## src/common/rob_macros.svh

```systemverilog
`ifndef ROB_MACROS_SVH
`define ROB_MACROS_SVH

// Reorder buffer geometry
`define ROB_DEPTH 8
`define ROB_IDX_W 3
`define ROB_CNT_W 4

// Reserve and retire lanes per cycle
`define ROB_LANES 2

// Datapath
`define XLEN 32
`define REG_ADDR_W 5

`endif

```

## src/common/rob_pkg.sv

```systemverilog
`include "rob_macros.svh"

package rob_pkg;

  // Lifecycle of one occupied slot
  typedef enum logic [1:0] {
    SLOT_PENDING = 2'd0,
    SLOT_DONE    = 2'd1,
    SLOT_KILLED  = 2'd2
  } rob_slot_state_t;

  // Payload kept per slot
  typedef struct packed {
    logic [`REG_ADDR_W-1:0] dest_reg;
    logic                   dest_reg_valid;
    logic [`XLEN-1:0]       result;
  } rob_entry_t;

endpackage

```

## src/rob/rob.sv

```systemverilog
`timescale 1ns/1ps
`include "rob_macros.svh"

module rob (
  input  logic                                  clock,
  input  logic                                  reset_n,
  input  logic                                  reserve_i,
  input  logic [$clog2(`ROB_LANES)-1:0]         reserve_count_i,
  input  logic [`ROB_LANES-1:0][`REG_ADDR_W-1:0] dest_reg_i,
  input  logic [`ROB_LANES-1:0]                 dest_reg_valid_i,
  input  logic                                  write_valid_i,
  input  logic [`ROB_IDX_W-1:0]                 write_slot_i,
  input  logic [`XLEN-1:0]                      write_data_i,
  input  logic                                  flush_i,
  input  logic [`ROB_IDX_W-1:0]                 flush_idx_i,
  input  logic                                  consume_i,
  input  logic [$clog2(`ROB_LANES)-1:0]         consume_count_i,
  input  logic [`ROB_IDX_W-1:0]                 lookup_idx_i,
  input  logic [`REG_ADDR_W-1:0]                lookup_reg_i,
  output logic [`ROB_LANES-1:0][`ROB_IDX_W-1:0] reserved_slots_o,
  output logic                                  full_o,
  output logic                                  empty_o,
  output logic [`ROB_CNT_W-1:0]                 used_count_o,
  output rob_pkg::rob_slot_state_t [`ROB_LANES-1:0] head_state_o,
  output rob_pkg::rob_entry_t [`ROB_LANES-1:0]  head_entry_o,
  output logic [`ROB_LANES-1:0]                 head_occupied_o,
  output logic                                  lookup_hit_o,
  output logic                                  lookup_done_o,
  output logic [`XLEN-1:0]                      lookup_value_o,
  output logic [`ROB_IDX_W-1:0]                 lookup_slot_o
);
  import rob_pkg::*;

  localparam int IDX_W = `ROB_IDX_W;

  rob_entry_t      entries    [`ROB_DEPTH];
  rob_slot_state_t slot_state [`ROB_DEPTH];

  logic [IDX_W-1:0]      ins_ptr;
  logic [IDX_W-1:0]      ext_ptr;
  logic                  reserve_ok;
  logic                  consume_ok;
  logic [`ROB_CNT_W-1:0] ins_amt;
  logic [`ROB_CNT_W-1:0] ext_amt;
  logic [IDX_W-1:0]      slot_age   [`ROB_DEPTH];
  logic                  slot_live  [`ROB_DEPTH];
  logic [IDX_W-1:0]      flush_age;
  logic [IDX_W-1:0]      query_age;

  // Overflow and underflow guards
  assign reserve_ok = reserve_i & ~full_o;
  assign consume_ok = consume_i & ~empty_o;

  always_comb begin
    ins_amt = '0;
    ext_amt = '0;
    if (reserve_ok) begin
      ins_amt = reserve_count_i + 1'b1;
    end
    if (consume_ok) begin
      // Never extract more than is held
      if (used_count_o == 1) begin
        ext_amt = 1;
      end else begin
        ext_amt = consume_count_i + 1'b1;
      end
    end
  end

  // Age relative to the head decides liveness and ordering
  always_comb begin
    for (int i = 0; i < `ROB_DEPTH; i++) begin
      slot_age[i]  = IDX_W'(i) - ext_ptr;
      slot_live[i] = slot_age[i] < used_count_o;
    end
  end

  assign flush_age = flush_idx_i - ext_ptr;
  assign query_age = lookup_idx_i - ext_ptr;

  always_comb begin
    for (int l = 0; l < `ROB_LANES; l++) begin
      reserved_slots_o[l] = ins_ptr + IDX_W'(l);
    end
  end

  always_ff @(posedge clock or negedge reset_n) begin
    if (!reset_n) begin
      ins_ptr      <= '0;
      ext_ptr      <= '0;
      used_count_o <= '0;
    end else begin
      ins_ptr      <= ins_ptr + IDX_W'(ins_amt);
      ext_ptr      <= ext_ptr + IDX_W'(ext_amt);
      used_count_o <= used_count_o + ins_amt - ext_amt;
    end
  end

  always_ff @(posedge clock or negedge reset_n) begin
    if (!reset_n) begin
      for (int i = 0; i < `ROB_DEPTH; i++) begin
        slot_state[i] <= SLOT_PENDING;
      end
    end else begin
      if (reserve_ok) begin
        for (int l = 0; l < `ROB_LANES; l++) begin
          if (l <= reserve_count_i) begin
            slot_state[reserved_slots_o[l]] <= SLOT_PENDING;
          end
        end
      end
      // A killed slot stays killed even if its result shows up late
      if (write_valid_i && slot_state[write_slot_i] != SLOT_KILLED) begin
        slot_state[write_slot_i] <= SLOT_DONE;
      end
      if (flush_i) begin
        for (int i = 0; i < `ROB_DEPTH; i++) begin
          if (slot_live[i] && slot_age[i] > flush_age) begin
            slot_state[i] <= SLOT_KILLED;
          end
        end
      end
    end
  end

  always_ff @(posedge clock) begin
    if (reserve_ok) begin
      for (int l = 0; l < `ROB_LANES; l++) begin
        if (l <= reserve_count_i) begin
          entries[reserved_slots_o[l]].dest_reg       <= dest_reg_i[l];
          entries[reserved_slots_o[l]].dest_reg_valid <= dest_reg_valid_i[l];
        end
      end
    end
    if (write_valid_i) begin
      entries[write_slot_i].result <= write_data_i;
    end
  end

  // Oldest first, so the youngest match is the one left standing
  always_comb begin
    logic [IDX_W-1:0] k;
    lookup_hit_o   = 1'b0;
    lookup_done_o  = 1'b0;
    lookup_value_o = '0;
    lookup_slot_o  = '0;
    for (int a = 0; a < `ROB_DEPTH; a++) begin
      k = ext_ptr + IDX_W'(a);
      if (slot_live[k] && IDX_W'(a) < query_age && slot_state[k] != SLOT_KILLED &&
          entries[k].dest_reg_valid && entries[k].dest_reg == lookup_reg_i) begin
        lookup_hit_o   = 1'b1;
        lookup_done_o  = slot_state[k] == SLOT_DONE;
        lookup_value_o = entries[k].result;
        lookup_slot_o  = k;
      end
    end
  end

  always_comb begin
    logic [IDX_W-1:0] k;
    for (int l = 0; l < `ROB_LANES; l++) begin
      k                  = ext_ptr + IDX_W'(l);
      head_state_o[l]    = slot_state[k];
      head_entry_o[l]    = entries[k];
      head_occupied_o[l] = l < used_count_o;
    end
  end

  assign empty_o = used_count_o == 0;
  assign full_o  = used_count_o > (`ROB_DEPTH - `ROB_LANES);

endmodule

```

## src/verilog/arch_regfile.sv

```systemverilog
`timescale 1ns/1ps
`include "rob_macros.svh"

module arch_regfile (
  input  logic                                   clock,
  input  logic                                   reset_n,
  input  logic [`ROB_LANES-1:0]                  we_i,
  input  logic [`ROB_LANES-1:0][`REG_ADDR_W-1:0] waddr_i,
  input  logic [`ROB_LANES-1:0][`XLEN-1:0]       wdata_i,
  input  logic [`REG_ADDR_W-1:0]                 raddr_i,
  output logic [`XLEN-1:0]                       rdata_o
);

  localparam int NUM_REGS = 1 << `REG_ADDR_W;

  logic [`XLEN-1:0] regs [NUM_REGS];

  // Higher lane is younger and is applied last
  always_ff @(posedge clock or negedge reset_n) begin
    if (!reset_n) begin
      for (int r = 0; r < NUM_REGS; r++) begin
        regs[r] <= '0;
      end
    end else begin
      for (int l = 0; l < `ROB_LANES; l++) begin
        if (we_i[l] && waddr_i[l] != '0) begin
          regs[waddr_i[l]] <= wdata_i[l];
        end
      end
    end
  end

  // x0 is hardwired
  assign rdata_o = (raddr_i == '0) ? '0 : regs[raddr_i];

endmodule

```

## src/verilog/commit_core.sv

```systemverilog
`timescale 1ns/1ps
`include "rob_macros.svh"

module commit_core (
  input  logic                                   clock,
  input  logic                                   reset_n,
  input  logic                                   reserve_i,
  input  logic [$clog2(`ROB_LANES)-1:0]          reserve_count_i,
  input  logic [`ROB_LANES-1:0][`REG_ADDR_W-1:0] dest_reg_i,
  input  logic [`ROB_LANES-1:0]                  dest_reg_valid_i,
  output logic                                   full_o,
  output logic [`ROB_LANES-1:0][`ROB_IDX_W-1:0]  reserved_slots_o,
  input  logic                                   write_valid_i,
  input  logic [`ROB_IDX_W-1:0]                  write_slot_i,
  input  logic [`XLEN-1:0]                       write_data_i,
  input  logic                                   flush_i,
  input  logic [`ROB_IDX_W-1:0]                  flush_idx_i,
  input  logic [`ROB_IDX_W-1:0]                  query_idx_i,
  input  logic [`REG_ADDR_W-1:0]                 src_reg_i,
  output logic [`XLEN-1:0]                       src_value_o,
  output logic                                   src_ready_o,
  output logic [`ROB_IDX_W-1:0]                  src_tag_o,
  output logic                                   empty_o,
  output logic [`ROB_CNT_W-1:0]                  used_count_o,
  output logic [`ROB_LANES-1:0]                  retire_valid_o,
  output logic [`ROB_LANES-1:0][`REG_ADDR_W-1:0] retire_reg_o,
  output logic [`ROB_LANES-1:0][`XLEN-1:0]       retire_data_o
);
  import rob_pkg::*;

  rob_slot_state_t [`ROB_LANES-1:0] head_state;
  rob_entry_t [`ROB_LANES-1:0]      head_entry;
  logic [`ROB_LANES-1:0]            head_occupied;
  logic                             consume;
  logic [$clog2(`ROB_LANES)-1:0]    consume_count;

  logic [`ROB_LANES-1:0]                  rf_we;
  logic [`ROB_LANES-1:0][`REG_ADDR_W-1:0] rf_waddr;
  logic [`ROB_LANES-1:0][`XLEN-1:0]       rf_wdata;
  logic [`REG_ADDR_W-1:0]                 rf_raddr;
  logic [`XLEN-1:0]                       rf_rdata;

  logic [`ROB_IDX_W-1:0]  lookup_idx;
  logic [`REG_ADDR_W-1:0] lookup_reg;
  logic                   lookup_hit;
  logic                   lookup_done;
  logic [`XLEN-1:0]       lookup_value;
  logic [`ROB_IDX_W-1:0]  lookup_slot;

  rob rob_i (
    .clock            (clock),
    .reset_n          (reset_n),
    .reserve_i        (reserve_i),
    .reserve_count_i  (reserve_count_i),
    .dest_reg_i       (dest_reg_i),
    .dest_reg_valid_i (dest_reg_valid_i),
    .write_valid_i    (write_valid_i),
    .write_slot_i     (write_slot_i),
    .write_data_i     (write_data_i),
    .flush_i          (flush_i),
    .flush_idx_i      (flush_idx_i),
    .consume_i        (consume),
    .consume_count_i  (consume_count),
    .lookup_idx_i     (lookup_idx),
    .lookup_reg_i     (lookup_reg),
    .reserved_slots_o (reserved_slots_o),
    .full_o           (full_o),
    .empty_o          (empty_o),
    .used_count_o     (used_count_o),
    .head_state_o     (head_state),
    .head_entry_o     (head_entry),
    .head_occupied_o  (head_occupied),
    .lookup_hit_o     (lookup_hit),
    .lookup_done_o    (lookup_done),
    .lookup_value_o   (lookup_value),
    .lookup_slot_o    (lookup_slot)
  );

  retire_unit retire_unit_i (
    .clock           (clock),
    .reset_n         (reset_n),
    .head_state_i    (head_state),
    .head_entry_i    (head_entry),
    .head_occupied_i (head_occupied),
    .consume_o       (consume),
    .consume_count_o (consume_count),
    .rf_we_o         (rf_we),
    .rf_waddr_o      (rf_waddr),
    .rf_wdata_o      (rf_wdata),
    .retire_valid_o  (retire_valid_o),
    .retire_reg_o    (retire_reg_o),
    .retire_data_o   (retire_data_o)
  );

  arch_regfile arch_regfile_i (
    .clock   (clock),
    .reset_n (reset_n),
    .we_i    (rf_we),
    .waddr_i (rf_waddr),
    .wdata_i (rf_wdata),
    .raddr_i (rf_raddr),
    .rdata_o (rf_rdata)
  );

  operand_resolve operand_resolve_i (
    .query_idx_i    (query_idx_i),
    .src_reg_i      (src_reg_i),
    .lookup_hit_i   (lookup_hit),
    .lookup_done_i  (lookup_done),
    .lookup_value_i (lookup_value),
    .lookup_slot_i  (lookup_slot),
    .rf_rdata_i     (rf_rdata),
    .lookup_idx_o   (lookup_idx),
    .lookup_reg_o   (lookup_reg),
    .rf_raddr_o     (rf_raddr),
    .src_value_o    (src_value_o),
    .src_ready_o    (src_ready_o),
    .src_tag_o      (src_tag_o)
  );

endmodule

```

## src/verilog/operand_resolve.sv

```systemverilog
`timescale 1ns/1ps
`include "rob_macros.svh"

module operand_resolve (
  input  logic [`ROB_IDX_W-1:0]  query_idx_i,
  input  logic [`REG_ADDR_W-1:0] src_reg_i,
  input  logic                   lookup_hit_i,
  input  logic                   lookup_done_i,
  input  logic [`XLEN-1:0]       lookup_value_i,
  input  logic [`ROB_IDX_W-1:0]  lookup_slot_i,
  input  logic [`XLEN-1:0]       rf_rdata_i,
  output logic [`ROB_IDX_W-1:0]  lookup_idx_o,
  output logic [`REG_ADDR_W-1:0] lookup_reg_o,
  output logic [`REG_ADDR_W-1:0] rf_raddr_o,
  output logic [`XLEN-1:0]       src_value_o,
  output logic                   src_ready_o,
  output logic [`ROB_IDX_W-1:0]  src_tag_o
);

  // Both sources are probed in parallel
  assign lookup_idx_o = query_idx_i;
  assign lookup_reg_o = src_reg_i;
  assign rf_raddr_o   = src_reg_i;

  always_comb begin
    if (lookup_hit_i) begin
      src_ready_o = lookup_done_i;
      src_tag_o   = lookup_slot_i;
      // Pending producer has no usable result yet
      if (lookup_done_i) begin
        src_value_o = lookup_value_i;
      end else begin
        src_value_o = '0;
      end
    end else begin
      // Nothing in flight writes it, architectural copy is current
      src_ready_o = 1'b1;
      src_tag_o   = '0;
      src_value_o = rf_rdata_i;
    end
  end

endmodule

```

## src/verilog/retire_unit.sv

```systemverilog
`timescale 1ns/1ps
`include "rob_macros.svh"

module retire_unit (
  input  logic                                   clock,
  input  logic                                   reset_n,
  input  rob_pkg::rob_slot_state_t [`ROB_LANES-1:0] head_state_i,
  input  rob_pkg::rob_entry_t [`ROB_LANES-1:0]   head_entry_i,
  input  logic [`ROB_LANES-1:0]                  head_occupied_i,
  output logic                                   consume_o,
  output logic [$clog2(`ROB_LANES)-1:0]          consume_count_o,
  output logic [`ROB_LANES-1:0]                  rf_we_o,
  output logic [`ROB_LANES-1:0][`REG_ADDR_W-1:0] rf_waddr_o,
  output logic [`ROB_LANES-1:0][`XLEN-1:0]       rf_wdata_o,
  output logic [`ROB_LANES-1:0]                  retire_valid_o,
  output logic [`ROB_LANES-1:0][`REG_ADDR_W-1:0] retire_reg_o,
  output logic [`ROB_LANES-1:0][`XLEN-1:0]       retire_data_o
);
  import rob_pkg::*;

  logic [`ROB_LANES-1:0] finished;
  logic [`ROB_LANES-1:0] leaving;
  logic [`ROB_LANES-1:0] writes;
  logic [31:0]           retired_total;

  always_comb begin
    for (int l = 0; l < `ROB_LANES; l++) begin
      finished[l] = head_occupied_i[l] &&
                    (head_state_i[l] == SLOT_DONE || head_state_i[l] == SLOT_KILLED);
    end
  end

  // In order only: lane 1 follows lane 0
  assign leaving[0] = finished[0];
  assign leaving[1] = finished[0] & finished[1];

  always_comb begin
    for (int l = 0; l < `ROB_LANES; l++) begin
      writes[l] = leaving[l] && head_state_i[l] == SLOT_DONE &&
                  head_entry_i[l].dest_reg_valid;
      rf_waddr_o[l] = head_entry_i[l].dest_reg;
      rf_wdata_o[l] = head_entry_i[l].result;
    end
  end

  assign consume_o       = leaving[0];
  assign consume_count_o = leaving[1];
  assign rf_we_o         = writes;
  assign retire_valid_o  = writes;
  assign retire_reg_o    = rf_waddr_o;
  assign retire_data_o   = rf_wdata_o;

  // Running total of slots that left the buffer
  always_ff @(posedge clock or negedge reset_n) begin
    if (!reset_n) begin
      retired_total <= '0;
    end else begin
      retired_total <= retired_total + leaving[0] + leaving[1];
    end
  end

endmodule
```

## config.mk

```make
export PLATFORM = sky130hd
export DESIGN_NAME = commit_core
export DESIGN_NICKNAME = d
export VERILOG_FILES = /design/src/common/rob_pkg.sv /design/src/rob/rob.sv /design/src/verilog/arch_regfile.sv /design/src/verilog/commit_core.sv /design/src/verilog/operand_resolve.sv /design/src/verilog/retire_unit.sv
export VERILOG_INCLUDE_DIRS = /design/src /design/src/common
export SDC_FILE = /design/constraint.sdc
export NUM_CORES = 2
export LEC_CHECK = 0
export BUFFER_PORTS_ARGS = -buffer_cell sky130_fd_sc_hd__buf_2
export CAP_MARGIN = 20
export CORE_MARGIN = 4
export CORE_UTILIZATION = 45
export CTS_CLUSTER_SIZE = 10
export DETAILED_ROUTE_END_ITERATION = 12
export SLEW_MARGIN = 20
export SYNTH_ARGS = -nofsm -noshare
export SYNTH_HDL_FRONTEND = slang
export SYNTH_SLANG_ARGS = --single-unit
export TNS_END_PERCENT = 10
```

## constraint.sdc

```tcl
create_clock -name clock -period 18.4 [get_ports clock]
set_clock_uncertainty 0.2 [all_clocks]
set_input_delay 2.76 -clock clock [delete_from_list [all_inputs] [get_ports clock]]
set_output_delay 2.76 -clock clock [all_outputs]
set_load 0.01 [all_outputs]
```

After elaboration in Yosys (flattened, before gate mapping)
Memory sizes are Yosys's and may differ from the RTL's.
Cells that the tools add are included.
Word-level totals
  input bits: 64
  bits in writable memories: 304
  bits in registers: 1050
  output and inout bits: 124
  memories kept: 1
Memories
  rob_i.entries: words 8, width 38, rd ports 8, clocked after Yosys merged registers in 0, wr ports 3, RTL line rob.sv:36  | rob_entry_t entries [`ROB_DEPTH];
Cells by class
  equal/unequal tests: 28
  bitwise gates (word level): 26
  reduce and logical (&&, ||, !) cells: 60
  add/sub/neg operators: 24
  order comparisons: 47
  multiplexer cells: 128
Operators by type and width (number)
  bitwise mux 1024 bit: 2
  2-to-1 mux 1024 bit: 2
  2-to-1 mux 32 bit: 15
  demux 32 bit (select 5 bit): 2
  binary-select mux 32 bit (select 5 bit): 1
  2-to-1 mux 16 bit: 5
  2-to-1 mux 2 bit: 29
  binary-select mux 2 bit (select 3 bit): 9
  logical AND 1 bit: 54
  >= comparator 4 bit (second input constant): 11
  inverter 3 -> 4 bit: 11
  == test 5 bit: 8
  2-to-1 mux 1 bit: 40
  AND 16 bit: 2
  < comparator 3 x 4 -> 1 bit: 8
  inverter 16 bit: 2
  2-to-1 mux 3 bit: 9
  binary-select mux 1 bit (select 3 bit): 8
  > comparator 3 bit: 8
  demux 2 bit (select 3 bit): 3
  >= comparator 6 bit (second input constant): 3
  != test 2 bit (second input constant): 9
  inverter 5 -> 6 bit: 3
  == test 2 x 1 -> 1 bit (second input constant): 8
  31 further kinds: 61

Logic depth before layout (Yosys ltp)
  depth in word-level cells: 19
  gate-level depth with buffers: 28
  mapped depth without buffers: 17

Cells and area by module
From an unflattened synthesis, not the netlist that was laid out.
Second synthesis, totals
  cell total of the unflattened synthesis: 7803
  area, all modules: 84299.6 µm²
Modules (own cells, without submodules)
  arch_regfile: instances 1, cells each 5291, area each 55386.9 µm², sequential area each 25624.6 µm²
  rob: instances 1, cells each 2292, area each 27234.9 µm², sequential area each 9779.4 µm²
  retire_unit: instances 1, cells each 158, area each 1192.4 µm², sequential area each 0.0 µm²
  operand_resolve: instances 1, cells each 62, area each 485.5 µm², sequential area each 0.0 µm²

Worst setup path after synthesis
OpenSTA, ideal clock, no wires.
  kind: reg2out
  start point: reg rob_i.ext_ptr[0]
  end point: out src_value_o[25]
  arrival: 6918 ps
  buffers on the path: 13
  stages on the path, launching flop included: 28
  path slack: 8522 ps
  path through: dfrtp_1 buf_4 inv_1 buf_4 buf_2 buf_4 buf_2 buf_2 buf_1 ha_1 clkinv_1 buf_1 clkbuf_1 clkbuf_1 ha_1 o21ai_0 a221oi_1 nor3_1 o311ai_1 or2_2 or2_0 buf_2 nand3_1 or3_1 buf_2 buf_2 a221o_1 o31ai_1
On the way
  cells in the longest elaborated chain, start to end: 19
RTL lines
  start, declared: RTL line rob.sv:40  | logic [IDX_W-1:0] ext_ptr;
  start signal, assigned: RTL line rob.sv:94  | ext_ptr <= ext_ptr + IDX_W'(ext_amt);
  subtractor 3 bit, or another cell as far along: RTL line rob.sv:73  | slot_age[i] = IDX_W'(i) - ext_ptr;
  < comparator 3 x 4 -> 1 bit: RTL line rob.sv:74  | slot_live[i] = slot_age[i] < used_count_o;
  binary-select mux 1 bit (select 3 bit): RTL line rob.sv:149  | if (slot_live[k] && IDX_W'(a) < query_age && slot_state[k] != SLOT_KILLED &&
  2-to-1 mux 1 bit (implied by the code) (2 in a row): RTL line rob.sv:149
  logical AND 1 bit (3 in a row): RTL line rob.sv:149
  logical AND 1 bit: RTL line rob.sv:150  | entries[k].dest_reg_valid && entries[k].dest_reg == lookup_reg_i) begin
  2-to-1 mux 32 bit / 2-to-1 mux 1 bit (equally long branches) (8 in a row): RTL line rob.sv:149
  2-to-1 mux 32 bit: RTL line operand_resolve.sv:30  | if (lookup_done_i) begin
  2-to-1 mux 32 bit (*): RTL line operand_resolve.sv:26  | if (lookup_hit_i) begin
  end, declared: RTL line commit_core.sv:20  | output logic [`XLEN-1:0] src_value_o,
Mark *: on every way between the ends. The rest lies on a longest branch, timed or not. The select of a mux whose other input is x is not followed.

Worst setup path in the final report
  start point: reg rob_i.ext_ptr[1]
  end point: out src_value_o[14]
Same word-level chain as after synthesis.

==> results.json <==
{
  "status": "finished, final reports clean",
  "synthMuxAreaShare_pct": 20.0,
  "clkLatencyLatePin_ns": 0.81,
  "num_io_pins": 188,
  "postRouteWirelength_um": 332000,
  "grt_max_degree": 142,
  "yosys_warnings": 0,
  "final_net_count": 7571,
  "ys_types": 79,
  "grt.overflow.total": 0,
  "ir_worst_vdd_mv": 0.187,
  "leakagePower_nw": 34.0,
  "core-area_sq_mm": 0.177,
  "yosys.area_share.simple_pct": 9.43,
  "syn_nets": 7831,
  "startpoint_type": "register",
  "cts_tree": "yes",
  "ys_ff_latch": 1354,
  "maxSlewHeadroom_pct": 12.7,
  "drc": 0,
  "drive_gt1_share_pct": 20.0,
  "syn_to_final_growth_pct": 10.2,
  "cp_max_fo": 55,
  "synth_xor_area_share_pct": 0.696,
  "min_path_type": "reg -> reg",
  "synth_seq_area_share_pct": 44.1,
  "final_common_cell": "nand2_1",
  "critPathKind": "reg -> out",
  "finalSetupTns_ns": 0,
  "cts_inserted_buffers": 163,
  "grt_pass1_wl_um": 480000,
  "drt_iter0_drc": 10200,
  "vias": 69400,
  "htree_num_levels": 4,
  "postCtsSetupBuffers": 0,
  "portBuffers": 187,
  "whs_ns": 0.173,
  "syn_avg_cell_area_sq_um": 10.4,
  "worst_slack_ns": 6.17,
  "drtPass1Iterations": 9,
  "die_y_um": 430,
  "synthArstFlopShare_pct": 77.5,
  "hold_viol": 0,
  "first_global_vias": 65800,
  "grt_use_total_pct": 35.2,
  "regArea_sq_mm": 0.0354,
  "die_w_um": 430,
  "setup_viol": 0,
  "slew_violations": 0,
  "die-area_sq_mm": 0.185,
  "synth_top_family_by_area": "compound AO/OA/AOI/OAI gates",
  "multi_input_area_sq_mm": 0.0419,
  "end_kind": "output pin",
  "avgRoutedWirePerCell_um": 33.6,
  "arrival_ns": 9.27,
  "syn_inst": 7718,
  "hpwl_um": 213000,
  "postRouteAntennaNets": 0,
  "post-place-ws_ns": 7.11,
  "cap_violations": 0,
  "finalWeightedCongestion": 0.969,
  "post-route-period-util_pct": 66.5,
  "rsz0062_at_grt": "false",
  "clock_sinks": 1354,
  "cellPowerDensity_mw_per_mm2": 194,
  "fill_cells": 15800,
  "synth-adder-area-share_pct": 0.819,
  "viasPerCell": 7.02,
  "synthesis.area_sq_mm": 0.0803,
  "worst_slew_pin_slew_ns": 1.30,
  "clk_pin_slew_ns": 0.05,
  "synth_compound_area_share_pct": 20.1,
  "grt_antenna_before_repair": 28,
  "final_cell_mix": "nand2_1, dfrtp_1, o21ai_0",
  "cts_resized": 0,
  "cts_hold_buffers": 0,
  "rows": 154,
  "fmax_ghz": 0.0818,
  "ys.flop_type": "dfrtp_1",
  "fin_util_pct": 50.0,
  "cts-root-buf": "clkbuf_16",
  "initial_core_util_pct": 45.4,
  "crit_required_ns": 15.44,
  "period_minus_slack_ns": 12.23,
  "clk_path_buf_depth": 3,
  "synth_edf_count": 304
}
## per-stage QoR
| stage | power [W] | instance area (sq um) | std cells |
|---|---|---|---|
| after floorplan | 0.0101 | 80300 | 7718 |
| after global placement | 0.0137 | 83500 | 9628 |
| after detailed placement | 0.0139 | 83600 | 9629 |
| after CTS | 0.0169 | 88400 | 9871 |
| after global routing | 0.0179 | 88500 | 9875 |
| final | 0.0172 | 88500 | 9884 |
## registers in the layout, indices dropped and copies added (netlist names)
name	cells
rob_i.slot_state	16
rob_i.entries	304
rob_i.ext_ptr	3
rob_i.used_count_o	4
rob_i.ins_ptr	3
arch_regfile_i.regs	1024
## kinds of logic (layout without fill, tap and decap cells)
group,after synthesis,in the layout
and+or+nand+nor,1852,1852
xor gates and xnor gates,58,58
adders and majority gates,49,49
buffers and inverters,996,813
AOI/OAI and AO/OA,2510,2510
other,0,9
muxes,899,899
DFF,1354,1354
## per-layer routing
layer  GRT usage, %  routed length [um]  vias up
met4           18.9               21000       20
met1           46.8              124000    34900
li1               -                   -    28500
met5              0                 127        -
met2           50.9              142000     5010
met3           11.8               44500      952
## area by class of cell
type | count | area share [%]
repair buffers | 427 | 3.20
diodes | 9 | 0.0255
inverters | 144 | 0.626
clock buffers | 212 | 4.98
clock inverters | 30 | 0.472
multi-input cells | 5368 | 47.4
well taps | 2340 | 3.31
flip-flops and latches | 1354 | 40.0
## where the power goes
group          leakage [nW]  internal (W)  total [W]  switching (W)
combinational          14.5       0.00325    0.00969        0.00644
clock                  2.34       0.00173    0.00304        0.00132
sequential             17.2       0.00389    0.00447       0.000579
total                  34.0       0.00887     0.0172        0.00834
## critical path, stage by stage (launching register included)
cell	delay, ns
dfrtp_4	0.95
inv_1	0.56
ha_4	0.91
buf_4	0.76
ha_1	0.39
a211o_1	0.15
a31oi_1	0.05
or3_1	0.38
a32oi_1	0.27
or4_2	0.18
buf_4	0.36
buf_4	0.36
nand3_1	0.49
or3_2	1.10
a221oi_1	0.93
a31o_1	0.29
buf_2	0.17
## Yosys cell counts, drive strengths merged (15+ instances only)
library cell	number	share of area (%)
a211oi	51	0.48
a21o	19	0.18
a21oi	310	1.9
a221oi	85	0.97
a22oi	181	1.7
a31o	31	0.34
a31oi	38	0.30
and2	30	0.23
buf	189	1.1
clkbuf	663	3.1
clkinv	19	0.089
dfrtp	1050	33
edfxtp	304	11
ha	43	0.67
inv	125	0.58
mux2	118	1.7
mux2i	230	2.9
mux4	551	15
nand2	1105	5.2
nand2b	20	0.16
nand3	79	0.49
nor2	475	2.2
nor3	56	0.37
o211ai	755	7.1
o21ai	869	5.4
o221ai	22	0.24
o22ai	41	0.32
o311ai	22	0.24
o31ai	15	0.14
xnor2	37	0.43
xor2	20	0.24
## path summary, 6_finish.rpt
check / start / end / slack (ns) / cells past startpoint
max: rob_i.ext_ptr[1]$_DFF_PN0_ / src_value_o[14] / 6.17 / 16
min: arch_regfile_i.regs[998]$_DFF_PN0_ / arch_regfile_i.regs[998]$_DFF_PN0_ / 0.17 / 0
max in group asynchronous: reset_n / arch_regfile_i.regs[572]$_DFF_PN0_ / 13.32 / 4
min reg2reg: arch_regfile_i.regs[998]$_DFF_PN0_ / arch_regfile_i.regs[998]$_DFF_PN0_ / 0.17 / 0
max reg2reg: rob_i.ext_ptr[1]$_DFF_PN0_ / arch_regfile_i.regs[551]$_DFF_PN0_ / 10.16 / 17
min in group asynchronous: reset_n / arch_regfile_i.regs[216]$_DFF_PN0_ / 1.80 / 1
Note: power is estimated with default switching activity, not from simulation.
